===== src/fetchPkg.sv =====
// Fetch package with widths, table sizes, control and miss enums and vector typedefs.
package fetchPkg;

  // Datapath widths.
  localparam int PcWidth = 32;
  localparam int InstWidth = 32;

  // Bundle geometry.
  localparam int FetchWidth = 4;
  localparam int InstBytes = 4;
  localparam int BundleBytes = FetchWidth * InstBytes;

  // Table sizes.
  localparam int BtbEntries = 16;
  localparam int BpEntries = 64;
  localparam int RasDepth = 8;
  localparam int CacheLines = 16;

  // Address field positions.
  localparam int InstOffsetW = $clog2(InstBytes);
  localparam int LineOffsetW = $clog2(BundleBytes);
  localparam int BtbIdxW = $clog2(BtbEntries);
  localparam int BpIdxW = $clog2(BpEntries);
  localparam int RasPtrW = $clog2(RasDepth);
  localparam int CacheIdxW = $clog2(CacheLines);
  localparam int BtbTagLsb = BtbIdxW + InstOffsetW;
  localparam int CacheTagLsb = CacheIdxW + LineOffsetW;

  typedef logic [PcWidth-1:0] pcT;
  typedef logic [InstWidth-1:0] instT;
  // One bundle is also one cache line.
  typedef instT [FetchWidth-1:0] bundleT;
  typedef logic [1:0] ctrT;
  typedef logic [BtbIdxW-1:0] btbIdxT;
  typedef logic [PcWidth-BtbTagLsb-1:0] btbTagT;
  typedef logic [BpIdxW-1:0] bpIdxT;
  typedef logic [RasPtrW-1:0] rasPtrT;
  typedef logic [CacheIdxW-1:0] cacheIdxT;
  typedef logic [PcWidth-CacheTagLsb-1:0] cacheTagT;

  // Control instruction types.
  typedef enum logic [1:0] {
    Return     = 2'b00,
    Call       = 2'b01,
    Jump       = 2'b10,
    CondBranch = 2'b11
  } brTypeT;

  typedef enum logic {
    MissIdle,
    MissRequest
  } missStateT;

endpackage


===== src/returnAddressStack.sv =====
// Circular return address stack with speculative push and pop and decode repair.
module returnAddressStack (
  input  logic          clk,
  input  logic          reset,
  input  logic          push_i,
  input  fetchPkg::pcT  pushAddr_i,
  input  logic          pop_i,
  input  logic          flagRecoverID_i,
  input  logic          flagCallID_i,
  input  fetchPkg::pcT  callPCID_i,
  input  logic          flagRtrID_i,
  output fetchPkg::pcT  addrRAS_o,
  output fetchPkg::pcT  addrRAS_CP_o
);

  fetchPkg::pcT stack [fetchPkg::RasDepth];
  fetchPkg::rasPtrT topPtr;

  logic repairPush;
  logic repairPop;
  logic pushEn;
  logic popEn;
  fetchPkg::pcT pushData;

  // Decode repair overrides the bundle's own push or pop.
  assign repairPush = flagRecoverID_i & flagCallID_i;
  assign repairPop = flagRecoverID_i & flagRtrID_i & ~flagCallID_i;

  assign pushEn = repairPush | (~flagRecoverID_i & push_i);
  assign popEn = repairPop | (~flagRecoverID_i & pop_i);
  assign pushData = repairPush ? callPCID_i : pushAddr_i;

  // Top pointer wraps around the buffer.
  always_ff @(posedge clk) begin
    if (reset) begin
      topPtr <= '0;
    end else if (pushEn) begin
      topPtr <= topPtr + 1'b1;
    end else if (popEn) begin
      topPtr <= topPtr - 1'b1;
    end
  end

  // Push writes the slot above the top.
  always_ff @(posedge clk) begin
    if (pushEn) begin
      stack[topPtr + 1'b1] <= pushData;
    end
  end

  // Both views show the current top.
  assign addrRAS_o = stack[topPtr];
  assign addrRAS_CP_o = stack[topPtr];

endmodule


===== config.mk =====
export PLATFORM = sky130hd
export DESIGN_NAME = returnAddressStack
export DESIGN_NICKNAME = d
export VERILOG_FILES = /design/src/fetchPkg.sv /design/src/returnAddressStack.sv
export SDC_FILE = /design/constraint.sdc
export NUM_CORES = 1
export LEC_CHECK = 0
export BUFFER_PORTS_ARGS = -buffer_cell sky130_fd_sc_hd__buf_2
export CAP_MARGIN = 20
export CORE_AREA = 5 5 150 152
export DETAILED_ROUTE_END_ITERATION = 10
export DIE_AREA = 0 0 155 157
export PLACE_DENSITY_LB_ADDON = 0.3
export SYNTH_ARGS = -nofsm -noshare
export SYNTH_HDL_FRONTEND = slang
export SYNTH_SLANG_ARGS = --single-unit

===== constraint.sdc =====
create_clock -name clk -period 4.05 [get_ports clk]
set_clock_uncertainty 0.2 [all_clocks]
set_input_delay 0.2025 -clock clk [delete_from_list [all_inputs] [get_ports clk]]
set_output_delay 0.2025 -clock clk [all_outputs]
set_load 0.02 [all_outputs]

======== After elaboration in Yosys (flattened, before gate mapping) ========
Memories as Yosys holds them, arrays and structs flattened. A register that Yosys moved wholly into a read port is not among the register bits.
Index checks and enable logic that the tools add are counted.
word-level totals
  flip-flop bits (word level) ............. 3
  latch bits .............................. 0
  bits in writable memories ............... 256
  ROM bits ................................ 0
  input port bits ......................... 71
  logic and storage cells ................. 21
  memories kept ........................... 1
cells by class
  add/subtract/negate cells ............... 2
  multiply operators ...................... 0
  div/mod/pow operators ................... 0
  magnitude comparators ................... 0
  equal/unequal tests ..................... 0
  shifts and indexed selects .............. 0
  muxes and demuxes ....................... 7
  bitwise gates (word level) .............. 9
  reductions and logical operators ........ 1
memory list
  memory  words  bits a word  rd ports  clocked after Yosys merged registers in  write ports  RTL line                  text
  stack   8      32           1         1                                        1            returnAddressStack.sv:16  fetchPkg::pcT stack [fetchPkg::RasDepth];
operator list
  kind                   number
  $mux W32               1
  $mux W3                4
  $and A1 B1 Y1          5
  $add A3 B1 Y3 const B  1
  $sub A3 B1 Y3 const B  1
  $mux W1                2
  $not A1 Y1             2
  $or A1 B1 Y1           2
  $reduce_bool A2 Y1     1

======== Depth between registers and ports, before layout ========
Gate-level depths: netlist (run 1).
  depth in word-level cells ............... 7
  depth in mapped cells ................... 5
  mapped depth without buffers ............ 5

======== Least setup slack after synthesis (run 1) ========
Ideal clock, no wire load.
  path kind ............................... register to register
  from .................................... register topPtr[0]
  to ...................................... memory stack[1][0] (netlist name), enable pin
  setup time .............................. 461 ps
  arrival ................................. 3125 ps
  required time ........................... 3389 ps
  setup slack ............................. 264 ps
  cell stages (with the launch flop) ...... 5
  clock period less this slack ............ 3786 ps
  cell sequence ........................... dfxtp_1 inv_1 ha_1 buf_1 nor3_1
between the ends
  longest elaborated chain between the ends .. 1
RTL lines
  what                    RTL line                  text
  start, declared         returnAddressStack.sv:17  fetchPkg::rasPtrT topPtr;
  start signal, assigned  returnAddressStack.sv:38  topPtr <= topPtr + 1'b1;
  start signal, assigned  returnAddressStack.sv:40  topPtr <= topPtr - 1'b1;
  $add A3 B1 Y3           returnAddressStack.sv:47  stack[topPtr + 1'b1] <= pushData;
  end, declared           returnAddressStack.sv:16
No other way between the ends.

==> key figures, run 1 <==
Worst hold path
  • Worst hold path type: in -> reg

Clocking
  • Clk_lat worst skew: 0.51 ns
  • CTS tree: built
  • CTS sink cnt: 262
  • # Post-CTS Setup Buffers: 0
  • Post-CTS sizing: 0
  • Root Buffer: clkbuf_16
  • CTS Buffer Depth: 3
  • Num CTS Buffers: 26
  • Clock transition at path regs: 0.06 ns
  • H-tree levels: 1

Global route
  • First-pass GRT wire length: 31.7 mm
  • Vias in the first global route: 5,651
  • Gr ovfl total: 0
  • Initial antenna violation count: 0
  • Largest net degree at the start of global routing: 65
  • GRT Total Usage: 16.9%

Synthesis
  • Post-synthesis adder-cell area fraction: 0.232%
  • Post-synth cell types: 30
  • #FFs+latches synth: 262
  • Cell area after synthesis: 10,800 um2
  • Mapped Cells: 487
  • Multiplexer share of the synthesized area: 21.6%
  • Syn_nets: 560
  • Xor/xnor share of the synthesized area: 0.244%
  • Part of the Yosys area used for sequential elements: 72.4%
  • Compound-gate portion of the synthesized area: 0.487%
  • Avg Cell Area, Syn: 22.1 um2
  • Largest family of logic cells by synthesized area: multiplexers
  • Post-Synth Simple-Gate Area: 1.30%
  • Yosys warning count: 0

Timing
  • Max-slew violation count: 0
  • Setup TNS: 0 ns
  • Tcrit/Tclk final: 78.8%
  • Setup Viol. Count Final: 0
  • Final hold slack: 0.0280 ns
  • Setup WS post-layout: 0.859 ns
  • Slew @ Worst Pin: 1.06 ns
  • Timing-limited maximum frequency: 313 MHz
  • Min Clock Period, post-route: 3.19 ns
  • RSZ-0062 raised after global routing: false
  • Final Hold Violating Endpoints: 0
  • Slew HR: 29.6%

Critical path
  • Crit-path max FO: 36
  • CP Class: reg -> out
  • Crit. End Element: output port
  • Type of origin of the critical path: register
  • Critical Path RT: 3.65 ns
  • Critical path data arrival time: 2.79 ns

Cells and area
  • Diodes inserted: 0
  • Share of cells above drive strength 1: 40.6%
  • Area of the multi-input gates: 2630 um2
  • FF/Latch Area: 7820 um2
  • Fillcell total: 1,431
  • Area grow syn2layout: 20.8%
  • # nets final: 749

Power
  • Power Dens Cells: 511 nW/um2
  • Leakage power: 0.00450 uW
  • Peak supply drop: 284 uV

Placement
  • DP HPWL: 12.2 mm
  • Port Buffer Count: 134
  • Pre-CTS setup slack: 1.32 ns
  • Gpl congestion: 0.737

Floorplanning
  • Core area: 20,900 um2
  • Die area: 24,300 um2
  • I/O pin total: 135
  • Die span in x: 155 um
  • Row count: 53
  • Initial Utilization: 51.6%
  • Die Y-Extent: 157 um

Run status
  • Status: finished, final reports clean

Route
  • Vias: 5,314
  • Antenna viol nets, final: 0
  • Wire per inst: 21.4 um
  • 1st-pass router iterations: 5
  • Total Wirelength: 20.7 mm
  • Remaining DRCs: 0
  • DR vias/cell: 5.48
  • First-iteration detailed-routing DRC count: 300

Flow run
  • Max_cap viols: 0
cell usage after synthesis, drive strengths merged:
cell	n	area, um2
edfxtp	256	7690
mux2	64	721
mux4	64	1590
buf	53	383
dfxtp	6	120
nor2	5	18.8
nor3	5	25.0
nor3b	4	30.0
a21oi	3	15.0
nand2	3	11.3
a211oi	2	15.0
clkbuf	2	7.51
ha	2	25.0
inv	2	7.51
mux2i	2	20.0
nand2b	2	12.5
o2111ai	2	17.5
xnor2	2	17.5
nand3	1	5.00
nand4	1	6.26
o21ai	1	5.00
or2	1	6.26
or3	1	6.26
or3b	1	8.76
or4b	1	10.0
xor2	1	8.76
cells in the final DEF, fill, tap and decap left out, types with 3 or more instances in the layout:
cell	instances
nor3_2	4
mux4_2	24
a21oi_1	3
edfxtp_1	256
dlygate4sd3_1	68
nor2_4	4
clkinv_1	6
clkbuf_1	8
mux2_2	64
buf_4	14
buf_2	134
mux4_1	40
dfxtp_1	3
clkbuf_16	26
nor3b_1	4
critical path: stages, from the launching register on:
cell and delay [ns]:
dfxtp_4 0.78, buf_4 0.42, mux4_1 0.61, mux2_2 0.30, buf_2 0.17
where the power goes:
group | leakage, uW | switching, uW | internal (uW)
clock network | 0.000368 | 921 | 1240
logic | 0.00175 | 653 | 508
registers | 0.00238 | 134 | 3200
total | 0.00450 | 1710 | 4950
per-layer routing:
metal  global-route usage, %  vias up  share of wire, %
met2                    30.5      141                53
li1                        -     2403                 -
met5                       0        -                 0
met1                    22.3     2753                41
met3                    2.42       17               4.3
met4                    3.32        0               1.1
stage by stage:
stage / util (%) / instance area, um2 / cells / total power [uW]
finish: 62.4 / 13000 / 969 / 6660
global route: 62.4 / 13000 / 969 / 6920
CTS: 62.4 / 13000 / 969 / 6710
detailed placement: 55.4 / 11600 / 855 / 4510
global placement: 55.4 / 11600 / 855 / 4470
floorplan: - / 10800 / 487 / 4220
flip-flops by register name, indices dropped and copies added (netlist names), named ones only:
signal / flops
stack: 256
topPtr: 3
timing repair:
action / 4_1_cts / 5_1_grt
endpoints found under the setup margin: 0 / 0
endpoints found under the hold margin: 262 / 0
hold buffers: 68 / 0
worst paths after layout:
check / to / slack (ns) / depth (start not counted) / startpoint
worst min register to register: register / 0.43 / 2 / topPtr[1]
worst max register to register: stack[7][31] / 1.34 / 5 / topPtr[0]
worst max-delay path: addrRAS_CP_o[4] / 0.86 / 4 / register
worst min-delay path: register / 0.03 / 4 / push_i
layout make-up:
class	instances	share of cell area, %
multi-input cells	168	20.2
flip-flops and latches	262	60.0
inverters	2	0.0576
repair buffers	216	11.2
clock buffers	34	5.22
well taps	275	2.64
clock inverters	12	0.720
cells by family (layout without fill, tap and decap cells):
family / count (synthesis) / in the layout
buf+inv: 57 / 264
compound gates: 8 / 8
simple gates: 25 / 25
mux: 130 / 130
fa+ha+maj: 2 / 2
flops: 262 / 262
xor+xnor: 3 / 3
No activity file was read; power rests on OpenSTA's default activity.
==> run 2, diff against run 1 <==
clock period = 2.87 ns   (was 4.05 ns; I/O delays follow)
==> key figures, run 2 (same netlist as run 1, synthesis figures left out) <==
Power
  • Total power: 9660 uW
  • Leakage power: 0.00469 uW
  • Peak supply drop: 506 uV
  • Power Dens Cells: 723 nW/um2

Global route
  • Vias in the first global route: 5,697
  • Initial antenna violation count: 0
  • Largest net degree at the start of global routing: 65
  • GRT Total Usage: 17.3%
  • First-pass GRT wire length: 32.3 mm
  • Gr ovfl total: 0

Route
  • Total Wirelength: 21.2 mm
  • Wire per inst: 21.3 um
  • 1st-pass router iterations: 4
  • Vias: 5,477
  • Remaining DRCs: 0
  • Antenna viol nets, final: 0
  • First-iteration detailed-routing DRC count: 327
  • DR vias/cell: 5.49

Clocking
  • Root Buffer: clkbuf_16
  • CTS sink cnt: 262
  • Num CTS Buffers: 26
  • Clock transition at path regs: 0.06 ns
  • CTS tree: built
  • Clk_lat worst skew: 0.51 ns
  • H-tree levels: 1
  • CTS Buffer Depth: 3

Cells and area
  • # nets final: 775
  • Share of cells above drive strength 1: 42.9%
  • Fillcell total: 1,378
  • Commonest non-fill, non-tap cells in the layout: 256 x edfxtp_1, 134 x buf_2, 75 x dlygate4sd3_1
  • Final instance area: 13,400 um2
  • Max reg flops: 256
  • Largest regs: stack: 256 flops, topPtr: 3 flops
  • Commonest non-fill, non-tap cell in the layout: edfxtp_1
  • Diodes inserted: 0
  • Final core utilization: 63.9%
  • Area grow syn2layout: 23.9%
  • Most flop-heavy register: stack

Placement
  • Placed cell area: 11,700 um2
  • DP HPWL: 12.3 mm
  • Gpl congestion: 0.712
  • Port Buffer Count: 134

Floorplanning
  • Core area: 20,900 um2
  • I/O pin total: 135
  • Row count: 53
  • Die span in x: 155 um
  • Die area: 24,300 um2
  • Initial Utilization: 51.6%
  • Die Y-Extent: 157 um

Critical path
  • Crit-path cells: buf_12 > mux4_1 > mux2_2 > buf_2
  • Max incr delay on CP: 0.58 ns
  • Reg2reg end: stack[6][17]
  • CP Class: reg -> out
  • Crit-path max FO: 28
  • Crit. End Element: output port
  • Type of origin of the critical path: register
  • Critical path data arrival time: 2.35 ns
  • Cells on worst reg2reg path: 5
  • Critical R2R Launch: topPtr[0]
  • Critical Path RT: 2.53 ns
  • Slowest cell on crit path: mux4_1
  • R2R Setup Slk: 0.57 ns

Worst hold path
  • Hold path start: flagRecoverID_i
  • Hold Path Depth: 4
  • Worst hold path type: in -> reg

Timing
  • Tcrit/Tclk final: 93.8%
  • Setup Viol. Count Final: 0
  • Max-slew violation count: 0
  • Slew @ Worst Pin: 0.693 ns
  • Min Clock Period, post-route: 2.69 ns
  • Timing-limited maximum frequency: 371 MHz
  • Final Hold Violating Endpoints: 0
  • Slew HR: 53.8%
  • RSZ-0062 raised after global routing: false

Flow run
  • Max_cap viols: 0

Run status
  • Status: finished, final reports clean
-- run 2: cell count changes in the layout (fill, tap and decap cells not counted), sizes merged --
cell and change:
clkbuf -4, inv +1, bufinv +1, clkinv +5
buf +19, dlygate4sd3 +7, clkinvlp -1
-- run 2: worst max-delay path: cells and delay by family, from the launching register on --
kind                   cells  cell delay, ns
muxes                      2            0.90
DFF                        1            0.48
buffers and inverters      2            0.44
-- run 2: how the worst max path moves through the flow --
stage / start / endpoint / slack [ns] / cells past startpoint
after floorplan: topPtr[0] / stack[0][0] / -0.92 / 4
after global routing: register / addrRAS_CP_o[8] / 0.10 / 4
after CTS: register / addrRAS_o[3] / 0.03 / 4
final: register / addrRAS_o[3] / 0.18 / 4
after global placement: register / addrRAS_CP_o[3] / 0.62 / 4
after detailed placement: register / addrRAS_o[3] / 0.58 / 4
-- run 2: cell type report --
cell class | instances | area (um2) | share of cell area [%]
clock inverter | 18 | 140 | 1.05
timing repair buffer | 242 | 1730 | 13.0
sequential | 262 | 7810 | 58.5
inverter | 2 | 7.51 | 0.0562
tap | 275 | 344 | 2.58
clock buffer | 30 | 687 | 5.14
multi-input combinational | 168 | 2630 | 19.7
-- run 2: layer usage --
metal  global-route usage, %  vias up  wire length (um)
li1                        -     2460                 -
met5                       0        -                 0
met4                    4.21        0               269
met2                    29.8      133             10900
met3                    2.45       24               956
met1                    23.9     2860              9140
-- run 2: metrics by stage --
stage	hold slack, ns	TNS [ns]	cells	setup slack [ns]
2_1_floorplan	0.242	-117.28	487	-0.916
3_3_place_gp	0.209	0	862	0.622
3_5_place_dp	0.231	0	862	0.583
4_1_cts	0.0400	0	986	0.0320
5_1_grt	0.0927	0	997	0.102
6_report	0.0536	0	997	0.178
-- run 2: repair_timing --
action	CTS	global route
endpoints found under the setup margin	0	23
endpoints found under the hold margin	262	0
buffers inserted	0	12
hold buffers	76	0
gates resized for setup	0	1
-- run 2: power breakdown --
group / switching [uW] / internal [uW]
Clock: 1350 / 1890
Sequential: 94.7 / 4510
Combinational: 1040 / 778
