File: src/fetchPkg.sv
// Fetch package with widths, table sizes, control and miss enums and vector typedefs.
package fetchPkg;

  // Datapath widths.
  localparam int PcWidth = 32;
  localparam int InstWidth = 32;

  // Bundle geometry.
  localparam int FetchWidth = 4;
  localparam int InstBytes = 4;
  localparam int BundleBytes = FetchWidth * InstBytes;

  // Table sizes.
  localparam int BtbEntries = 16;
  localparam int BpEntries = 64;
  localparam int RasDepth = 8;
  localparam int CacheLines = 16;

  // Address field positions.
  localparam int InstOffsetW = $clog2(InstBytes);
  localparam int LineOffsetW = $clog2(BundleBytes);
  localparam int BtbIdxW = $clog2(BtbEntries);
  localparam int BpIdxW = $clog2(BpEntries);
  localparam int RasPtrW = $clog2(RasDepth);
  localparam int CacheIdxW = $clog2(CacheLines);
  localparam int BtbTagLsb = BtbIdxW + InstOffsetW;
  localparam int CacheTagLsb = CacheIdxW + LineOffsetW;

  typedef logic [PcWidth-1:0] pcT;
  typedef logic [InstWidth-1:0] instT;
  // One bundle is also one cache line.
  typedef instT [FetchWidth-1:0] bundleT;
  typedef logic [1:0] ctrT;
  typedef logic [BtbIdxW-1:0] btbIdxT;
  typedef logic [PcWidth-BtbTagLsb-1:0] btbTagT;
  typedef logic [BpIdxW-1:0] bpIdxT;
  typedef logic [RasPtrW-1:0] rasPtrT;
  typedef logic [CacheIdxW-1:0] cacheIdxT;
  typedef logic [PcWidth-CacheTagLsb-1:0] cacheTagT;

  // Control instruction types.
  typedef enum logic [1:0] {
    Return     = 2'b00,
    Call       = 2'b01,
    Jump       = 2'b10,
    CondBranch = 2'b11
  } brTypeT;

  typedef enum logic {
    MissIdle,
    MissRequest
  } missStateT;

endpackage

File: src/missHandler.sv
// Miss FSM that raises and holds the fill request until the matching line arrives.
module missHandler (
  input  logic          clk,
  input  logic          reset,
  input  logic          hit_i,
  input  fetchPkg::pcT  addr_i,
  input  logic          wrEnable_i,
  input  fetchPkg::pcT  wrAddr_i,
  output logic          miss_o,
  output fetchPkg::pcT  missAddr_o
);

  fetchPkg::missStateT state;
  fetchPkg::pcT lineAddr;
  fetchPkg::pcT reqLine;
  logic fillMatch;

  // Line-aligned lookup address.
  assign lineAddr = {addr_i[fetchPkg::PcWidth-1:fetchPkg::LineOffsetW],
                     {fetchPkg::LineOffsetW{1'b0}}};

  // Fill for the pending line ends the request.
  assign fillMatch = wrEnable_i &&
                     (wrAddr_i[fetchPkg::PcWidth-1:fetchPkg::LineOffsetW] ==
                      reqLine[fetchPkg::PcWidth-1:fetchPkg::LineOffsetW]);

  always_ff @(posedge clk) begin
    if (reset) begin
      state <= fetchPkg::MissIdle;
    end else begin
      case (state)
        fetchPkg::MissIdle: begin
          if (!hit_i) begin
            state <= fetchPkg::MissRequest;
          end
        end
        fetchPkg::MissRequest: begin
          if (fillMatch) begin
            state <= fetchPkg::MissIdle;
          end
        end
        default: state <= fetchPkg::MissIdle;
      endcase
    end
  end

  // Latch the line only on entry to the request state.
  always_ff @(posedge clk) begin
    if (state == fetchPkg::MissIdle && !hit_i) begin
      reqLine <= lineAddr;
    end
  end

  assign miss_o = (state == fetchPkg::MissRequest);
  assign missAddr_o = reqLine;

endmodule

File: config.mk
export PLATFORM = sky130hd
export DESIGN_NAME = missHandler
export DESIGN_NICKNAME = d
export VERILOG_FILES = /design/src/fetchPkg.sv /design/src/missHandler.sv
export SDC_FILE = /design/constraint.sdc
export NUM_CORES = 1
export LEC_CHECK = 0
export BUFFER_PORTS_ARGS = -buffer_cell sky130_fd_sc_hd__buf_4
export CELL_PAD_IN_SITES_DETAIL_PLACEMENT = 1
export CELL_PAD_IN_SITES_GLOBAL_PLACEMENT = 1
export CORE_ASPECT_RATIO = 1.2
export CORE_MARGIN = 4
export CORE_UTILIZATION = 25
export CTS_CLUSTER_DIAMETER = 60
export CTS_CLUSTER_SIZE = 10
export DETAILED_ROUTE_END_ITERATION = 6
export HOLD_SLACK_MARGIN = 0.15
export PLACE_DENSITY_LB_ADDON = 0.1
export SYNTH_ARGS = -nofsm -noshare
export SYNTH_HDL_FRONTEND = slang
export SYNTH_SLANG_ARGS = --single-unit
File: constraint.sdc
create_clock -name clk -period 1.8 [get_ports clk]
set_input_delay 0 -clock clk [delete_from_list [all_inputs] [get_ports clk]]
set_output_delay 0 -clock clk [all_outputs]
set_load 0.05 [all_outputs]
* After elaboration in Yosys (flattened, before gate mapping)
Cells that the tools add are included.
** Storage, ports and cells
- Bits in registers :: 29
- Bits of input ports :: 68
- Word-level logic and storage cells :: 10
** Operators by class
- Equality and inequality tests :: 1
- Multiplexer cells :: 3
- Bitwise gates (word level) :: 1
- Reduce and logical (&&, ||, !) cells :: 3
** Operators by type and width (number)
- $eq 28x28->1 :: 1
- $logic_and 1x1->1 :: 2
- $mux 1 :: 2
- $pmux 1 s2 :: 1
- $logic_not 1->1 :: 1
- $not 1->1 :: 1

* Longest topological paths before layout
Gate-level depths: netlist of run 1.
- Depth in word-level cells :: 4
- Depth in mapped cells :: 5

* Least setup slack after synthesis of run 1
Ideal clock, no wire load.
- Kind :: reg2reg
- Start point :: register state, in the netlist miss_o
- End point :: register reqLine[10], in the netlist missAddr_o[10] (enable)
- Library setup time :: 413 ps
- Data arrival time :: 1762 ps
- Data required time :: 1387 ps
- Path slack :: -376 ps
- Cell stages (with the launch flop) :: 2
- Buffers on the path :: 0
- Period minus slack after synthesis :: 2176 ps
- Path through :: dfxtp_1 -> nor2_1
** Between the ends
- Cells in the longest elaborated chain, start to end :: 2
** Ends and longest elaborated chain
- from (decl) :: line missHandler.sv:13 : fetchPkg::missStateT state;
- from (signal assigned) :: line missHandler.sv:29 : state <= fetchPkg::MissIdle;
- from (signal assigned) :: line missHandler.sv:34 : state <= fetchPkg::MissRequest;
- from (signal assigned) :: line missHandler.sv:39 : state <= fetchPkg::MissIdle;
- $not 1->1
- $logic_and 1x1->1 :: line missHandler.sv:49 : if (state == fetchPkg::MissIdle && !hit_i) begin
- to (signal assigned) :: line missHandler.sv:50 : reqLine <= lineAddr;
- to (decl) :: line missHandler.sv:15 : fetchPkg::pcT reqLine;
No other way between the ends.
A chain may end at the register's enable or synchronous reset.

* Final worst setup path of run 1
- Start point :: register reqLine[22], in the netlist missAddr_o[22]
- End point :: register state, in the netlist miss_o
** Between the ends
- Cells in the longest elaborated chain, start to end :: 4
** Ends and longest elaborated chain
- $eq 28x28->1 :: line missHandler.sv:24 : (wrAddr_i[fetchPkg::PcWidth-1:fetchPkg::LineOffsetW] ==
- $logic_and 1x1->1 :: line missHandler.sv:23 : assign fillMatch = wrEnable_i &&
- $mux 1 :: line missHandler.sv:38 : if (fillMatch) begin
- $pmux 1 s2 :: line missHandler.sv:31 : case (state)
- to (signal assigned) :: line missHandler.sv:34
- to (signal assigned) :: line missHandler.sv:39
- to (signal assigned) :: line missHandler.sv:42 : default: state <= fetchPkg::MissIdle;
No other way between the ends.

==> results of run 1 <==
-- power by group through the flow --
stage	sequential [mW]	clock (mW)	combinational [mW]
final	0.812	0.643	0.432
after global routing	0.817	0.700	0.459
after CTS	0.813	0.669	0.435
after detailed placement	0.827	0	0.381
after global placement	0.824	0	0.375
after floorplan	0.948	0	0.0838
-- kinds of logic after synthesis --
group | share of synthesized area (%)
DFF | 70.3
xor gates and xnor gates | 17.9
and+or+nand+nor | 4.81
buffers and inverters | 3.68
AOI/OAI and AO/OA | 2.97
other | 0.306
-- cell usage after synthesis, drive strengths merged --
master,instances,area [um2]
edfxtp,28,841
xor2,23,201
nor4,6,37.5
buf,4,30.0
clkinv,3,11.3
xnor2,2,17.5
a221oi,1,8.76
a222oi,1,10.0
conb,1,3.75
dfxtp,1,20.0
inv,1,3.75
nand2,1,6.26
nand4,1,6.26
nor2,1,3.75
nor3,1,5.00
o2111ai,1,8.76
o221ai,1,8.76
-- what timing repair did --
item / CTS / global route
resized for setup: 0 / 1
endpoints found under the setup margin: 0 / 1
endpoints found under the hold margin: 29 / 0
hold buffers: 30 / 0
-- tightest hold or removal path, cell delays in order --
cell      delay [ns]
buf_4           0.09
a222oi_1        0.06
a221oi_1        0.23
-- metal layers --
metal	vias to the layer above	routed length, um	share of wire [%]
met5	-	0	0
met4	0	65	1.7
met3	6	320	8.4
met2	57	2190	58
met1	524	1220	32
li1	525	-	-
-- worst paths after layout --
path	cells past startpoint	endpoint	slack, ns
worst max register to register	5	miss_o	0.07
worst max-delay path	5	miss_o	0.07
worst min register to register	2	miss_o	0.52
worst min-delay path	3	miss_o	0.17
-- sequential cells by signal (all words and copies together) (netlist names) --
| name | cells |
|---|---|
| missAddr_o | 28 |
| miss_o | 1 |
-- stage by stage --
step	cell area, um2	std cells	setup WS (ns)
3_3_place_gp	1960	224	0.129
5_1_grt	2370	262	0.0262
6_report	2370	262	0.0694
2_1_floorplan	1240	80	0.0783
3_5_place_dp	1960	224	0.0982
4_1_cts	2360	262	0.0363
-- cell type report --
type	instances	share of cell area (%)
Timing Repair Buffer	120	41.2
Sequential cell	29	36.3
Multi-Input combinational cell	43	14.3
Clock buffer	6	3.06
Tap cell	58	3.06
Clock inverter	2	1.43
Inverter	4	0.634
==> reports/metrics.yaml, run 1 <==
timing:
  tns_ns: 0
  setup_violations: 0
  finalCritPeriodShare_pct: 96.1
  drv_slew: 0
  rsz0062_at_grt: "no"
  period_needed_ns: 1.73
  fin_hold_ws_ns: 0.167
  max_freq_ghz: 0.578
  skew_ns: 0.00481
  finalHoldViolCount: 0
detailed_routing:
  routedWlPerCell_um: 14.5
  first_pass_iters: 4
  antenna_left: 0
  viasPerCell: 4.24
  drt-initial-drc-count: 29
  vias: 1112
  totalWireLength_um: 3790
  detail_route.drc_violations: 0
power_and_ir_drop:
  comb_power_share_pct: 22.9
  internal_power_mw: 1.39
  p_seq_share_pct: 43.0
  sw_frac_of_total_pct: 26.1
  ir_drop_uv: 567
  p_clk_share_pct: 34.1
  total_power_mw: 1.89
  power_switching_mw: 0.492
  leakage_nw: 1.02
  power_density_mw_per_mm2: 797
finish:
  final_cell_mix: "90 x buf_4, 30 x dlygate4sd3_1, 28 x edfxtp_1, 23 x xor2_1"
  drive_gt1_share_pct: 48.5
  postLayoutCoreUtil_pct: 50.8
  num_antenna_cells: 0
  multi_input_area_um2: 338
  seq_area_um2: 861
  layout.nets: 271
  area_delta_synth_final_pct: 93.6
  fillers: 499
  final_common_cell: "buf_4"
logic_synthesis:
  syn_inst: 77
  synth_cell_types: 17
  netlist_area_mm2: 0.00122
  synth.ff_latch_count: 29
  yosysWarnings: 0
  syn_area_per_cell_um2: 15.9
  ys_seq_area_share_pct: 70.3
grt:
  grt_pass1_wl_um: 6060
  grt_max_degree: 21
  antenna_found_initial: 0
  gr-total-overflow: 0
  gr-usage-met2_pct: 24.4
  grt_pass1_vias: 1287
  grt_use_met3_pct: 5.03
  track_usage_pct: 13.0
  grtUsageMet1_pct: 12.2
  busiest_layer: "met2"
setup_path:
  arrival_ns: 1.87
  critPathLaunch: "missAddr_o[22]"
  cp_top_family: "simple AND/OR/NAND/NOR gates"
  crit_path_top_delay_cell: "edfxtp_1"
  critPathKind: "reg -> reg"
  path_buf_inv: 0
  end_kind: "flop"
  critPathMaxFanout: 2
  path_common_cell: "nor4_1"
  start_kind: "flop"
  cpPeakStageDelay_ns: 0.40
  crit_chain: "xor2_1, nor4_1, nand4_1, nor4_1, a221oi_1"
  required_ns: 1.94
  r2r_start: "missAddr_o[22]"
floorplan:
  die_area_mm2: 0.00608
  core_area_mm2: 0.00466
  die_y_um: 84.6
  rows: 27
  io_pins: 101
  die_width_um: 71.9
  start_util_pct: 26.2
placed_design:
  dp_hpwl_um: 2880
  place.gp.congestion: 0.730
  portBuffers: 88
hold_path:
  hold_path.class: "in -> reg"
  hold_path.startpoint: "wrAddr_i[31]"
job:
  cap_violations: 0
clock_tree:
  clkLatencyLatePin_ns: 0.27
  htreeDepth: 2
  tritoncts: "done"
  clk_path_buf_depth: 2
  path_clk_slew_ns: 0.06
  root_buffer: "clkbuf_8"
  cts_setup_buffers: 0
  clock-sinks: 29
  cts_buffers: 5
run_status:
  status: "complete, no violations"
No activity file was read; power rests on OpenSTA's default activity.
==> run 2: changes to the inputs <==
- CELL_PAD_IN_SITES_DETAIL_PLACEMENT: 1 -> not set
- CELL_PAD_IN_SITES_GLOBAL_PLACEMENT: 1 -> not set
- CORE_UTILIZATION: 25 -> 34
- PLACE_DENSITY: not set -> 0.75
- PLACE_DENSITY_LB_ADDON: 0.1 -> not set
==> reports/metrics.yaml, run 2 (synthesis gave the netlist of run 1 again) <==
setup_path:
  crit_chain: "xor2_1, nor4_1, nand4_1, nor4_1, a221oi_1"
  reg2reg_depth: 5  # unchanged
  path_common_cell: "nor4_1"
  r2r-end: "miss_o"
  crit_path_top_delay_cell: "edfxtp_1"
  start_kind: "flop"
  critPathLaunch: "missAddr_o[21]"
  crit_end: "miss_o"
  arrival_ns: 1.80  # -0.07 ns
  regToRegSetupSlack_ns: 0.15  # +0.08 ns
  r2r_start: "missAddr_o[21]"
  cp_top_family: "simple AND/OR/NAND/NOR gates"
  path_buf_inv: 0  # unchanged
  critPathKind: "reg -> reg"
  cpPeakStageDelay_ns: 0.41  # about the same
  required_ns: 1.94  # about the same
  critPathMaxFanout: 2  # unchanged
  end_kind: "flop"
  critical_path_depth: 5  # unchanged
grt:
  gr-total-overflow: 0  # unchanged
  grt_max_degree: 17  # -19%
  track_usage_pct: 16.7  # +3.7 points
  grt_pass1_vias: 1160  # -9.9%
  grt_pass1_wl_um: 5420  # -11%
  antenna_found_initial: 0  # unchanged
hold_path:
  hold_path.class: "in -> reg"
detailed_routing:
  detail_route.drc_violations: 0  # unchanged
  routedWlPerCell_um: 15.0  # +3.8%
  wl_met3_um: 279  # -13%
  drt-initial-drc-count: 13  # -55%
  viasPerCell: 4.49  # +5.8%
  totalWireLength_um: 3620  # -4.6%
  wl_met1_um: 1030  # -15%
  route.met2.wl_um: 2210  # +0.68%
  first_pass_iters: 4  # unchanged
  vias: 1082  # -2.7%
  top_layer_used: "met4"
  antenna_left: 0  # unchanged
clock_tree:
  tritoncts: "done"
  cts_resized: 0  # unchanged
  htreeDepth: 2  # unchanged
  cts_buffers: 5  # unchanged
  clk_path_buf_depth: 2  # unchanged
  clkLatencyLatePin_ns: 0.28  # about the same
  root_buffer: "clkbuf_8"
  clock-sinks: 29  # unchanged
  path_clk_slew_ns: 0.06  # about the same
finish:
  postLayoutCoreUtil_pct: 68.1  # +17 points
  final_common_cell: "buf_4"
  final_cell_mix: "90 x buf_4, 30 x dlygate4sd3_1, 28 x edfxtp_1, 23 x xor2_1, 6 x nor4_1"
  largest_reg_flops: 28  # unchanged
  layout.nets: 271  # unchanged
  drive_gt1_share_pct: 48.5  # unchanged
  area_delta_synth_final_pct: 89.0
  fillers: 256  # -49%
  num_antenna_cells: 0  # unchanged
floorplan:
  io_pins: 101  # unchanged
  die_y_um: 73.7  # -13%
  die_area_mm2: 0.00463  # -24%
  rows: 23  # -15%
  die_width_um: 62.8  # -13%
  start_util_pct: 36.0  # +9.8 points
  core_area_mm2: 0.00340  # -27%
timing:
  rsz0062_at_grt: "no"
  finalHoldViolCount: 0  # unchanged
  setup_violations: 0  # unchanged
  tns_ns: 0  # unchanged
  period_needed_ns: 1.65  # -0.0791 ns
  max_freq_ghz: 0.606  # +4.8%
  finalCritPeriodShare_pct: 91.7  # -4.4 points
  skew_ns: 0.00577  # +0.000960 ns
  drv_slew: 0  # unchanged
job:
  cap_violations: 0  # unchanged
power_and_ir_drop:
  ir_drop_uv: 554  # -2.3%
  power_density_mw_per_mm2: 750  # -5.9%
  leakage_nw: 1.01  # -0.82%
placed_design:
  place.gp.congestion: 0.739  # +1.2%
  portBuffers: 88  # unchanged
  dp_hpwl_um: 2700  # -6.3%
run_status:
  status: "complete, no violations"
run 2: changes by cell type in the layout (fill, tap and decap cells not counted), sizes merged:
cell and delta:
bufinv -1, clkinv +1
run 2: per-layer routing:
| layer | GRT usage [%] | vias to the layer above |
|---|---|---|
| met2 | 34.8 | 59 |
| met1 | 12.3 | 490 |
| met4 | 9.07 | 0 |
| li1 | - | 526 |
| met5 | 0 | - |
| met3 | 7.03 | 7 |
run 2: cell type report:
class	count	area (um2)	area share (%)
clock inverter	2	10.0	0.433
inverter	4	15.0	0.649
tap	37	46.3	2.00
timing repair buffer	120	976	42.2
multi-input combinational	43	332	14.3
sequential	29	861	37.2
clock buffer	6	72.6	3.14
run 2: worst reg2reg max path, stage by stage (launching register included):
cell and delay, ns:
edfxtp_1 0.41, xor2_1 0.18, nor4_1 0.37, nand4_1 0.15
nor4_1 0.30, a221oi_1 0.11
run 2: timing repair:
| item | 4_1_cts | 5_1_grt |
|---|---|---|
| hold endpoints to repair | 29 | 0 |
| hold buffers | 30 | 0 |
| buffers inserted | 0 | 0 |
| endpoints found under the setup margin | 0 | 0 |
run 2: power breakdown:
part	total, mW	internal [mW]	switching [mW]
Combinational	0.431	0.199	0.231
Sequential	0.812	0.787	0.0253
Clock	0.490	0.267	0.224
Total	1.73	1.25	0.480
run 2: how the worst min path moves through the flow:
stage             end         start  cells after the start
6_report       miss_o  wrAddr_i[31]                      3
2_1_floorplan  miss_o         reset                      1
3_3_place_gp   miss_o         reset                      2
4_1_cts        miss_o  wrAddr_i[31]                      3
3_5_place_dp   miss_o         reset                      2
5_1_grt        miss_o  wrAddr_i[31]                      3
run 2: metrics by stage:
stage	power, mW	setup WS [ns]	instances	hold slack, ns	cell area [um2]
global route	1.81	0.0386	241	0.205	2310
floorplan	1.03	0.0783	80	0.0787	1240
CTS	1.75	0.128	241	0.180	2310
finish	1.73	0.149	241	0.180	2310
global placement	1.19	0.167	203	0.165	1930
detailed placement	1.20	0.136	203	0.172	1930
