File: src/fetchPkg.sv
// Fetch package with widths, table sizes, control and miss enums and vector typedefs.
package fetchPkg;

  // Datapath widths.
  localparam int PcWidth = 32;
  localparam int InstWidth = 32;

  // Bundle geometry.
  localparam int FetchWidth = 4;
  localparam int InstBytes = 4;
  localparam int BundleBytes = FetchWidth * InstBytes;

  // Table sizes.
  localparam int BtbEntries = 16;
  localparam int BpEntries = 64;
  localparam int RasDepth = 8;
  localparam int CacheLines = 16;

  // Address field positions.
  localparam int InstOffsetW = $clog2(InstBytes);
  localparam int LineOffsetW = $clog2(BundleBytes);
  localparam int BtbIdxW = $clog2(BtbEntries);
  localparam int BpIdxW = $clog2(BpEntries);
  localparam int RasPtrW = $clog2(RasDepth);
  localparam int CacheIdxW = $clog2(CacheLines);
  localparam int BtbTagLsb = BtbIdxW + InstOffsetW;
  localparam int CacheTagLsb = CacheIdxW + LineOffsetW;

  typedef logic [PcWidth-1:0] pcT;
  typedef logic [InstWidth-1:0] instT;
  // One bundle is also one cache line.
  typedef instT [FetchWidth-1:0] bundleT;
  typedef logic [1:0] ctrT;
  typedef logic [BtbIdxW-1:0] btbIdxT;
  typedef logic [PcWidth-BtbTagLsb-1:0] btbTagT;
  typedef logic [BpIdxW-1:0] bpIdxT;
  typedef logic [RasPtrW-1:0] rasPtrT;
  typedef logic [CacheIdxW-1:0] cacheIdxT;
  typedef logic [PcWidth-CacheTagLsb-1:0] cacheTagT;

  // Control instruction types.
  typedef enum logic [1:0] {
    Return     = 2'b00,
    Call       = 2'b01,
    Jump       = 2'b10,
    CondBranch = 2'b11
  } brTypeT;

  typedef enum logic {
    MissIdle,
    MissRequest
  } missStateT;

endpackage

File: src/predictIf.sv
// Per-slot prediction interface between the BTB, the direction predictor and fetch.
interface predictIf;

  // BTB results per slot.
  logic [fetchPkg::FetchWidth-1:0] hit;
  fetchPkg::brTypeT ctrlType [fetchPkg::FetchWidth];
  fetchPkg::pcT target [fetchPkg::FetchWidth];

  // Counter upper bits per slot.
  logic [fetchPkg::FetchWidth-1:0] dir;

  modport btb (
    output hit,
    output ctrlType,
    output target
  );

  modport bp (
    output dir
  );

  // Next-PC logic consumes everything.
  modport fetch (
    input hit,
    input ctrlType,
    input target,
    input dir
  );

endinterface

File: src/bimodalPredictor.sv
// Bimodal direction predictor of 2-bit saturating counters with four slot outputs.
module bimodalPredictor (
  input  logic          clk,
  input  logic          reset,
  input  fetchPkg::pcT  pc_i,
  input  logic          updateEn_i,
  input  fetchPkg::pcT  updatePC_i,
  input  logic          updateDir_i,
  predictIf.bp          pred
);

  fetchPkg::ctrT counter [fetchPkg::BpEntries];
  fetchPkg::bpIdxT updateIdx;

  assign updateIdx = updatePC_i[fetchPkg::BpIdxW+fetchPkg::InstOffsetW-1:fetchPkg::InstOffsetW];

  // Counters start weakly not-taken.
  always_ff @(posedge clk) begin
    if (reset) begin
      for (int i = 0; i < fetchPkg::BpEntries; i++) begin
        counter[i] <= 2'b01;
      end
    end else if (updateEn_i) begin
      if (updateDir_i) begin
        // Saturate at strongly taken.
        if (counter[updateIdx] != 2'b11) begin
          counter[updateIdx] <= counter[updateIdx] + 2'b01;
        end
      end else if (counter[updateIdx] != 2'b00) begin
        counter[updateIdx] <= counter[updateIdx] - 2'b01;
      end
    end
  end

  // Upper counter bit is the predicted direction.
  always_comb begin
    fetchPkg::pcT slotAddr;
    fetchPkg::bpIdxT slotIdx;
    for (int s = 0; s < fetchPkg::FetchWidth; s++) begin
      slotAddr = pc_i + fetchPkg::pcT'(s * fetchPkg::InstBytes);
      slotIdx = slotAddr[fetchPkg::BpIdxW+fetchPkg::InstOffsetW-1:fetchPkg::InstOffsetW];
      pred.dir[s] = counter[slotIdx][1];
    end
  end

endmodule

File: src/flat_wrapper.sv
// flat-port wrapper written by rule: the top's interface ports become plain ports
module bimodalPredictor_flat 
  (clk, reset, pc_i, updateEn_i, updatePC_i, updateDir_i, pred_dir);
  predictIf pred_i ();
  input  logic clk;
  input  logic reset;
  input  fetchPkg::pcT pc_i;
  input  logic updateEn_i;
  input  fetchPkg::pcT updatePC_i;
  input  logic updateDir_i;
  output wire logic [$bits(pred_i.dir)-1:0] pred_dir;
  assign pred_dir = pred_i.dir;
  bimodalPredictor u_core (.clk(clk), .reset(reset), .pc_i(pc_i), .updateEn_i(updateEn_i), .updatePC_i(updatePC_i), .updateDir_i(updateDir_i), .pred(pred_i));
endmodule
File: config.mk
export PLATFORM = sky130hd
export DESIGN_NAME = bimodalPredictor_flat
export DESIGN_NICKNAME = d
export VERILOG_FILES = /design/src/fetchPkg.sv /design/src/predictIf.sv /design/src/bimodalPredictor.sv /design/src/flat_wrapper.sv
export SDC_FILE = /design/constraint.sdc
export NUM_CORES = 1
export LEC_CHECK = 0
export ABC_AREA = 1
export BUFFER_PORTS_ARGS = -buffer_cell sky130_fd_sc_hd__buf_4
export CAP_MARGIN = 25
export CORE_ASPECT_RATIO = 1.75
export CORE_MARGIN = 4
export CORE_UTILIZATION = 55
export DETAILED_ROUTE_END_ITERATION = 12
export GPL_TIMING_DRIVEN = 0
export HOLD_SLACK_MARGIN = 0.03
export PLACE_DENSITY_LB_ADDON = 0.15
export SLEW_MARGIN = 5
export SYNTH_ARGS = -nofsm -noshare
export SYNTH_HDL_FRONTEND = slang
export SYNTH_SLANG_ARGS = --single-unit
export TNS_END_PERCENT = 30
File: constraint.sdc
create_clock -name clk -period 2.29 [get_ports clk]
set_input_delay 0.229 -clock clk [delete_from_list [all_inputs] [get_ports clk]]
set_output_delay 0.229 -clock clk [all_outputs]
set_load 0.03 [all_outputs]
After elaboration in Yosys (flattened, before gate mapping)
Memory sizes are Yosys's and may differ from the RTL's.
Cells that the tools add are included.

storage, ports and cells
  logic and storage cells = 26
  memories = 1
  latch bits = 0
  bits in writable memories = 128
  bits in registers = 0
  memory bits (read-only) = 0
  output and inout port bits = 4

cells by class
  multiplexer cells = 16
  $mul = 0
  reduce and logical (&&, ||, !) cells = 2
  magnitude comparators = 0
  bitwise logic cells = 1
  shift operators = 0
  divide/modulo/power cells = 0
  equal/unequal tests = 1
  $add $sub $neg = 5

memory list
  name            words  width  read ports  clocked after Yosys merged registers in  wr ports  line                    RTL
  u_core.counter  64     2      5           0                                        64        bimodalPredictor.sv:12  fetchPkg::ctrT counter [fetchPkg::BpEntries];

operators with widths
  operator                                          count
  adder 8 x 4 -> 8 bit, second input constant       2
  two-way mux 1 bit                                 13
  adder 8 x 3 -> 8 bit, second input constant       1
  two-way mux 6 bit                                 1
  two-way mux 2 bit                                 2
  adder 2 x 1 -> 2 bit, second input constant       1
  != test 2 bit, second input constant              1
  nonzero test 2 bit                                1
  OR reduction 2 bit                                1
  subtractor 2 x 1 -> 2 bit, second input constant  1
  OR 1 bit                                          1

Depth between registers and ports, before layout
Gate-level depths: netlist of run 1.
An unclocked memory read counts as a cell.

  word-level depth = 10
  mapped depth = 20

Worst setup path before layout of run 1
Ideal clock, no wire load.

  kind = input to output
  start point = input port pc_i[3]
  end point = output port pred_dir[1]
  path buffers = 3
  cell stages on the path = 13
  arrival time = 2308 ps
  slack = -247 ps
  cell sequence = clkinv_1 clkbuf_1 ha_1 clkbuf_1 inv_1 clkbuf_1 nand2_1 nand3_1 nand3_1 nand3_1 nand2_1 nor2_1 a31oi_1

on the way
  word-level cells in the longest chain between the ends = 2

ends and longest elaborated chain
  element                   line                    RTL
  from (decl)               flat_wrapper.sv:7       input fetchPkg::pcT pc_i;
  adder 8 x 3 -> 8 bit      bimodalPredictor.sv:40  slotAddr = pc_i + fetchPkg::pcT'(s * fetchPkg::InstBytes);
  memory read (64 x 2 bit)  -
  to (decl)                 flat_wrapper.sv:11      output wire logic [$bits(pred_i.dir)-1:0] pred_dir;

No other way between the ends.

==> metrics.md, run 1 <==
| Metric | Value |
|---|---|
| Netlist cell types | `31` |
| Placed insts | `1,588` |
| Fillers | `1,229` |
| Max Clk Rate | `400 MHz` |
| Crit path kind | `reg2reg` |
| Max reg flops | `128` |
| Synth area leaders | `edfxtp_1 (42%), nand2_1 (26%), nand3_1 (9.0%), nor2_1 (6.1%), o21ai_0 (3.4%)` |
| CTS Sinks | `128` |
| Core area | `0.0164 mm^2` |
| Largest net degree at the start of global routing | `12` |
| Vias in the first global route | `9,571` |
| Post-route clock period utilization | `1.09` |
| N_diodes | `0` |
| Max-slew violation count | `0` |
| Drt wl/cell | `24.6 um` |
| Fin. Hold Viols | `0` |
| Routability Congestion | `1.08` |
| Crit path cell chain | `nand2_1 -> nand2_1 -> nand2_1 -> nand2_1 -> nand2_1 -> nand2_1 -> nand2_1 -> nand2_1 -> nor2_1 -> nand2_4 -> o21ai_2 -> nand2_4 -> buf_12 -> clkbuf_16 -> nand2_2 -> nand2_2` |
| Leakage power | `5.42 nW` |
| CP Data Required Time | `2.46 ns` |
| Non-filler cells, final | `1,654` |
| Tot Pwr | `7.69 mW` |
| Root Driver | `clkbuf_16` |
| Vias per inst | `6.29` |
| H-tree levels | `4` |
| Clk Latency, worst-skew pair | `0.47 ns` |
| Slowest cell on crit path | `edfxtp_1` |
| PnR worst setup slack | `-0.211 ns` |
| Drt pass-1 iters | `8` |
| Max-cap violations | `0` |
| Crit path max-delay family | `simple AND/OR/NAND/NOR gates` |
| Status | `finished with violations` |
| Remaining global-route overflow | `0` |
| Commonest cells in the netlist | `nand2_1 (624), nand3_1 (163), nor2_1 (148)` |
| Min Hold Slack | `0.499 ns` |
| DR DRC count | `0` |
| Predominant post-synthesis flop cell | `edfxtp_1` |
| Die ar. | `0.0188 mm^2` |
| Global-route wire length before repair | `55,500 um` |
| GRT Util Overall | `0.402` |
| Crit path largest cell delay | `0.41 ns` |
| Most numerous cell on the critical path | `nand2_1` |
| Initial antenna violation count | `0` |
| Arr. time, crit path | `2.67 ns` |
| Buffers plus inverters on the worst setup path | `2` |
| Worst hold path type | `in2reg` |
| Syn_area_per_cell | `6.75 um^2` |
| Routed Antenna Nets | `0` |
| Ys async rst share | `0` |
| Ys Warns | `0` |
| Type of origin of the critical path | `flip-flop` |
| VDD IR-drop max | `844 uV` |
| Most common cell in the synthesized netlist | `nand2_1` |
| Reg clk slew, reported paths | `0.05 ns` |
| Setup_tns | `-36.44 ns` |
| Final core utilization | `0.724` |
| Die Y | `178 um` |
| Area growth syn-to-layout | `30.2%` |
| Nets | `1,496` |
| Port bufs | `15` |
| I/O pin count | `72` |
| Least-Margin Pin Slew | `1.28 ns` |
| CTS tree | `done` |
| Critical path fanouts, max | `5` |
| RSZ-0062 raised after global routing | `true` |
| Top flop regs | `u_core.counter x128` |
| Largest Register | `u_core.counter` |
| Initial DRC count | `1,228` |
| Share of layout cells above drive strength 1 | `0.240` |
| Via Count | `10,400` |
| Failing checks | `setup timing` |
| Hold Buf Count CTS | `0` |
| PD cells | `648 mW/mm^2` |
| Final min period | `2.50 ns` |
| Crit. End Element | `flip-flop` |
| Synth top area share | `0.422` |
| Gate Count Post-Synth | `1,349` |
| FP Rows | `62` |
| Slew HR | `0.144` |
| Die Span X | `105 um` |
| Clock buffer depth | `3` |
| Final setup violation count | `260` |
| Synthesized area | `0.00911 mm^2` |
| Seq cells post-synth | `128` |
| Final wirelength | `40,800 um` |
| CTS Buf Count | `25` |
| Synth Net Count | `1,421` |
| Post-synthesis sequential area ratio | `0.422` |
| Number of flops mapped to enable cells by yosys | `128` |
| Clk_skew | `0.0112 ns` |
| Starting Density | `0.556` |
| Hpwl dp | `27,300 um` |
| Yosys top cell by area | `edfxtp_1` |
==> metrics by stage <==
stage	setup slack, ns	instance area, um^2
2_1_floorplan	0.0281	9130
3_3_place_gp	-0.991	9520
3_5_place_dp	-0.912	9520
4_1_cts	-0.175	10900
5_1_grt	-0.294	11900
6_report	-0.211	11900
==> worst min-delay path, stage by stage <==
cell,delay [ns]
buf_4,0.12
nor3_1,0.09
inv_1,0.22
nor2_1,0.11
nand3_1,0.09
==> power breakdown <==
part | internal (mW) | switching [mW]
Clock | 1.94 | 1.05
Sequential | 2.63 | 0.0530
Combinational | 0.701 | 1.32
Total | 5.27 | 2.42
==> worst paths after layout <==
kind	slack, ns	cells past startpoint	from	end
max	-0.21	16	u_core.counter[37][0]	u_core.counter[33][1]
min reg2reg	1.51	12	u_core.counter[24][0]	u_core.counter[4][0]
max reg2reg	-0.21	16	u_core.counter[37][0]	u_core.counter[33][1]
min	0.50	5	updatePC_i[5]	u_core.counter[49][0]
==> per-layer routing <==
metal | GRT usage | part of all wire
met5 | 0 | 0
met4 | 0.389 | 0.12
met3 | 0.0855 | 0.089
met2 | 0.699 | 0.49
met1 | 0.386 | 0.30
==> what timing repair did <==
action,4_1_cts,5_1_grt
hold endpoints to repair,0,0
cloned,3,10
endpoints found under the setup margin,260,260
resized for setup,217,193
pin swaps,9,23
buffers inserted,8,16
==> cell type report <==
cell class | instances | area, um^2 | share of cell area
Multi-Input combinational cell | 1072 | 5560 | 0.469
Buffer | 80 | 626 | 0.0528
Tap cell | 224 | 280 | 0.0236
Clock inverter | 5 | 20.0 | 0.00169
Sequential cell | 128 | 3840 | 0.324
Clock buffer | 28 | 637 | 0.0537
Inverter | 66 | 265 | 0.0224
Timing Repair Buffer | 51 | 627 | 0.0529
==> cell usage in the layout (no fill, tap or decap), drive strengths merged, types with 2 or more instances in the layout <==
cell    synthesis  routed
nand2         624     624
nand3         164     165
nor2          148     148
edfxtp        128     128
buf            41      82
clkbuf         43      77
o21ai          68      68
inv            64      64
mux2i          15      15
nor3            8       8
o211ai          8       8
xor2            7       7
or2             7       7
clkinv          2       7
a31oi           5       5
nand3b          4       4
ha              4       4
nand4           3       3
o22a            2       2
==> kinds of logic (layout without fill, tap and decap cells) <==
| kind of cell | Yosys count | after routing | synth area share |
|---|---|---|---|
| buf+inv | 150 | 230 | 0.0734 |
| xor+xnor | 8 | 8 | 0.00769 |
| fa+ha+maj | 4 | 4 | 0.00549 |
| simple gates | 958 | 959 | 0.423 |
| mux | 15 | 15 | 0.0165 |
| flops | 128 | 128 | 0.422 |
| compound gates | 86 | 86 | 0.0516 |
(Power assumes the default switching activity.)
==> run 2, diff against run 1 <==
- CORE_MARGIN: 4 -> 2
==> run 2 against run 1 <==
  * The flow still finishes with violations (setup timing)
  * Power shrank 2.8%
  * Highest routed layer unchanged
  * Wire length shrank 2.9%
  * Global-route usage grew 3.6 points
  * Flip-flop and latch count is the same
  * Register-to-register slack gained 0.07 ns
  * Setup slack gained 0.066 ns
  * Clock skew is essentially flat
  * Largest power group unchanged
  * Combinational power shrank 4%
  * Clock power shrank 4%
==> metrics.md, run 2 (same netlist as run 1, synthesis figures left out) <==
| Metric | Value |
|---|---|
| Status | `finished with violations` |
| Failing checks | `setup timing` |
| Die ar. | `0.0176 mm^2 (-6.0%)` |
| Tot Pwr | `7.47 mW (-2.8%)` |
| Slowest cell on crit path | `edfxtp_1` |
| Most common cell after layout, fill and taps aside | `nand2_1` |
| Core area | `0.0163 mm^2 (-0.47%)` |
| Routed wl met3 | `4280 um (+17%)` |
| Routed Antenna Nets | `0 (unchanged)` |
| Top flop regs | `u_core.counter x128` |
| Max reg flops | `128 (unchanged)` |
| PD cells | `641 mW/mm^2 (-1.1%)` |
| Crit path cell chain | `o211ai_1 -> nand2_1 -> o21ai_1 -> nand2_2 -> nor2_4 -> nand2_4 -> o21ai_4 -> nand2_8 -> buf_12 -> buf_8 -> buf_12 -> nand2_4 -> nand2_2` |
| Critical path fanouts, max | `7 (+2)` |
| Fillers | `1,307 (+6.3%)` |
| Clk Latency, worst-skew pair | `0.43 ns (-0.04 ns)` |
| Vias in the first global route | `9,604 (+0.34%)` |
| Switching Fraction | `0.332 (+0.0169)` |
| Clk_skew | `0.0111 ns (-0.000156 ns)` |
| FP Rows | `62 (unchanged)` |
| CTS tree | `done` |
| N_diodes | `0 (unchanged)` |
| CTS Buf Count | `17 (-32%)` |
| Nets | `1,480 (-1.1%)` |
| Routability Congestion | `1.09 (+1.1%)` |
| Largest net degree at the start of global routing | `17 (+5)` |
| Least-Margin Pin Slew | `1.46 ns (+0.180 ns)` |
| Crit path kind | `reg2reg` |
| WL met1 | `11,700 um (-5.7%)` |
| Worst hold path type | `in2reg` |
| Post-Layout Inst Area | `0.0116 mm^2 (-1.8%)` |
| Placed cell areas | `0.00948 mm^2 (-0.42%)` |
| Via Count | `10,300 (-0.98%)` |
| Initial antenna violation count | `0 (unchanged)` |
| CP Data Required Time | `2.45 ns (about the same)` |
| Die Y | `174 um (-2.2%)` |
| I/O pin count | `72 (unchanged)` |
| Clk pwr share | `0.382 (-0.006)` |
| CTS Sinks | `128 (unchanged)` |
| Max-cap violations | `0 (unchanged)` |
| Register share of total power | `0.358 (+0.009)` |
| Post-route clock period utilization | `1.06 (-0.0290)` |
| Root Driver | `clkbuf_16` |
| VDD IR-drop max | `676 uV (-20%)` |
| Final wirelength | `39,600 um (-2.9%)` |
| Comb pwr share | `0.260 (-0.003)` |
| Share of layout cells above drive strength 1 | `0.228 (-0.0119)` |
| Hpwl dp | `26,900 um (-1.5%)` |
| Type of origin of the critical path | `flip-flop` |
| Crit. End Element | `flip-flop` |
| DR DRC count | `0 (unchanged)` |
| Initial DRC count | `1,396 (+14%)` |
| Area of the multi-input gates | `0.00558 mm^2 (+0.41%)` |
| Fin. Hold Viols | `0 (unchanged)` |
| Crit path largest cell delay | `0.49 ns (+0.08 ns)` |
| Max Clk Rate | `411 MHz (+2.7%)` |
| Final setup violation count | `260 (unchanged)` |
| Drt wl/cell | `24.5 um (-0.47%)` |
| Vias per inst | `6.38 (+1.5%)` |
| Clock buffer depth | `2 (-1)` |
| Final min period | `2.44 ns (-0.0663 ns)` |
| P_int | `4.99 mW (-5.2%)` |
| Most frequent cells in the layout | `nand2_1 (503), nand3_1 (156), nor2_1 (142), edfxtp_1 (128), nand2_4 (64)` |
| RSZ-0062 raised after global routing | `true` |
| GRT Util Overall | `0.438 (+0.0357)` |
| NetSw | `2.48 mW (+2.4%)` |
| Leakage power | `5.37 nW (-0.88%)` |
| Remaining global-route overflow | `0 (unchanged)` |
| PnR worst setup slack | `-0.145 ns (+0.0663 ns)` |
| Slew HR | `0.0242 (-0.120)` |
| Drt pass-1 iters | `7 (-1)` |
| Highest routed layer | `met4` |
| Die Span X | `101 um (-3.8%)` |
| H-tree levels | `4 (unchanged)` |
| Reg clk slew, reported paths | `0.07 ns (+0.02 ns)` |
| Port bufs | `15 (unchanged)` |
| Reg area | `0.00384 mm^2 (unchanged)` |
| Largest Register | `u_core.counter` |
| Starting Density | `0.559 (+0.00265)` |
| Max-slew violation count | `0 (unchanged)` |
| Arr. time, crit path | `2.60 ns (-0.07 ns)` |
| Global-route wire length before repair | `55,400 um (-0.11%)` |
| Metal2 WL | `18,900 um (-4.9%)` |
| Area growth syn-to-layout | `27.9%` |
run 2: cell types whose count changed in the layout (fill, tap and decap cells not counted), sizes merged:
cell      before  now
buf           82   75
bufinv         0    3
clkbuf        77   67
clkinv         7    6
clkinvlp       0    3
inv           64   68
nand3        165  164
run 2: stage by stage:
step,setup WS (ns),std cells,setup TNS (ns),hold slack [ns],utilization
after CTS,-0.0674,1598,-4.88,0.490,0.665
after floorplan,0.0281,1349,0,0.662,-
final,-0.145,1613,-22.88,0.531,0.715
after global routing,-0.228,1613,-42.36,0.573,0.715
after detailed placement,-0.962,1556,-143.31,0.922,0.582
after global placement,-0.992,1556,-137.59,0.926,0.582
run 2: worst max-delay path: cells and delay by family (launching register included):
family	cells	cell delay [ns]
compound gates	3	0.60
buf+inv	3	0.42
simple gates	7	0.64
flops	1	0.49
run 2: area by class of cell:
class,count,share of cell area
Tap cell,192,0.0206
Clock buffer,18,0.0368
Timing Repair Buffer,42,0.0396
Inverter,66,0.0226
Multi-Input combinational cell,1071,0.479
Buffer,82,0.0555
Sequential cell,128,0.330
Clock inverter,14,0.0156
run 2: routing by layer:
| layer | track usage | vias to the layer above |
|---|---|---|
| li1 | - | 4499 |
| met1 | 0.436 | 4682 |
| met2 | 0.720 | 808 |
| met3 | 0.106 | 309 |
| met4 | 0.417 | 0 |
| met5 | 0 | - |
run 2: what timing repair did:
item | in CTS | in global routing
pin swaps | 9 | 27
setup buffers | 9 | 12
resized for setup | 220 | 176
hold buffers | 0 | 0
setup endpoints to repair | 259 | 260
gates cloned | 3 | 4
run 2: power by group through the flow:
stage          Combinational [mW]  Clock, mW  Sequential [mW]
2_1_floorplan               0.936          0             2.69
3_3_place_gp                 1.43          0             2.71
3_5_place_dp                 1.43          0             2.72
4_1_cts                      1.64       2.79             2.67
5_1_grt                      2.03       2.90             2.68
6_report                     1.94       2.86             2.67
run 2: worst paths after layout:
check | startpoint | end | slack (ns) | cells after the start
min | reset | u_core.counter[31][1] | 0.53 | 4
max reg2reg | u_core.counter[23][1] | u_core.counter[18][0] | -0.15 | 13
min reg2reg | u_core.counter[5][0] | u_core.counter[3][0] | 1.45 | 12
max | u_core.counter[23][1] | u_core.counter[18][0] | -0.15 | 13
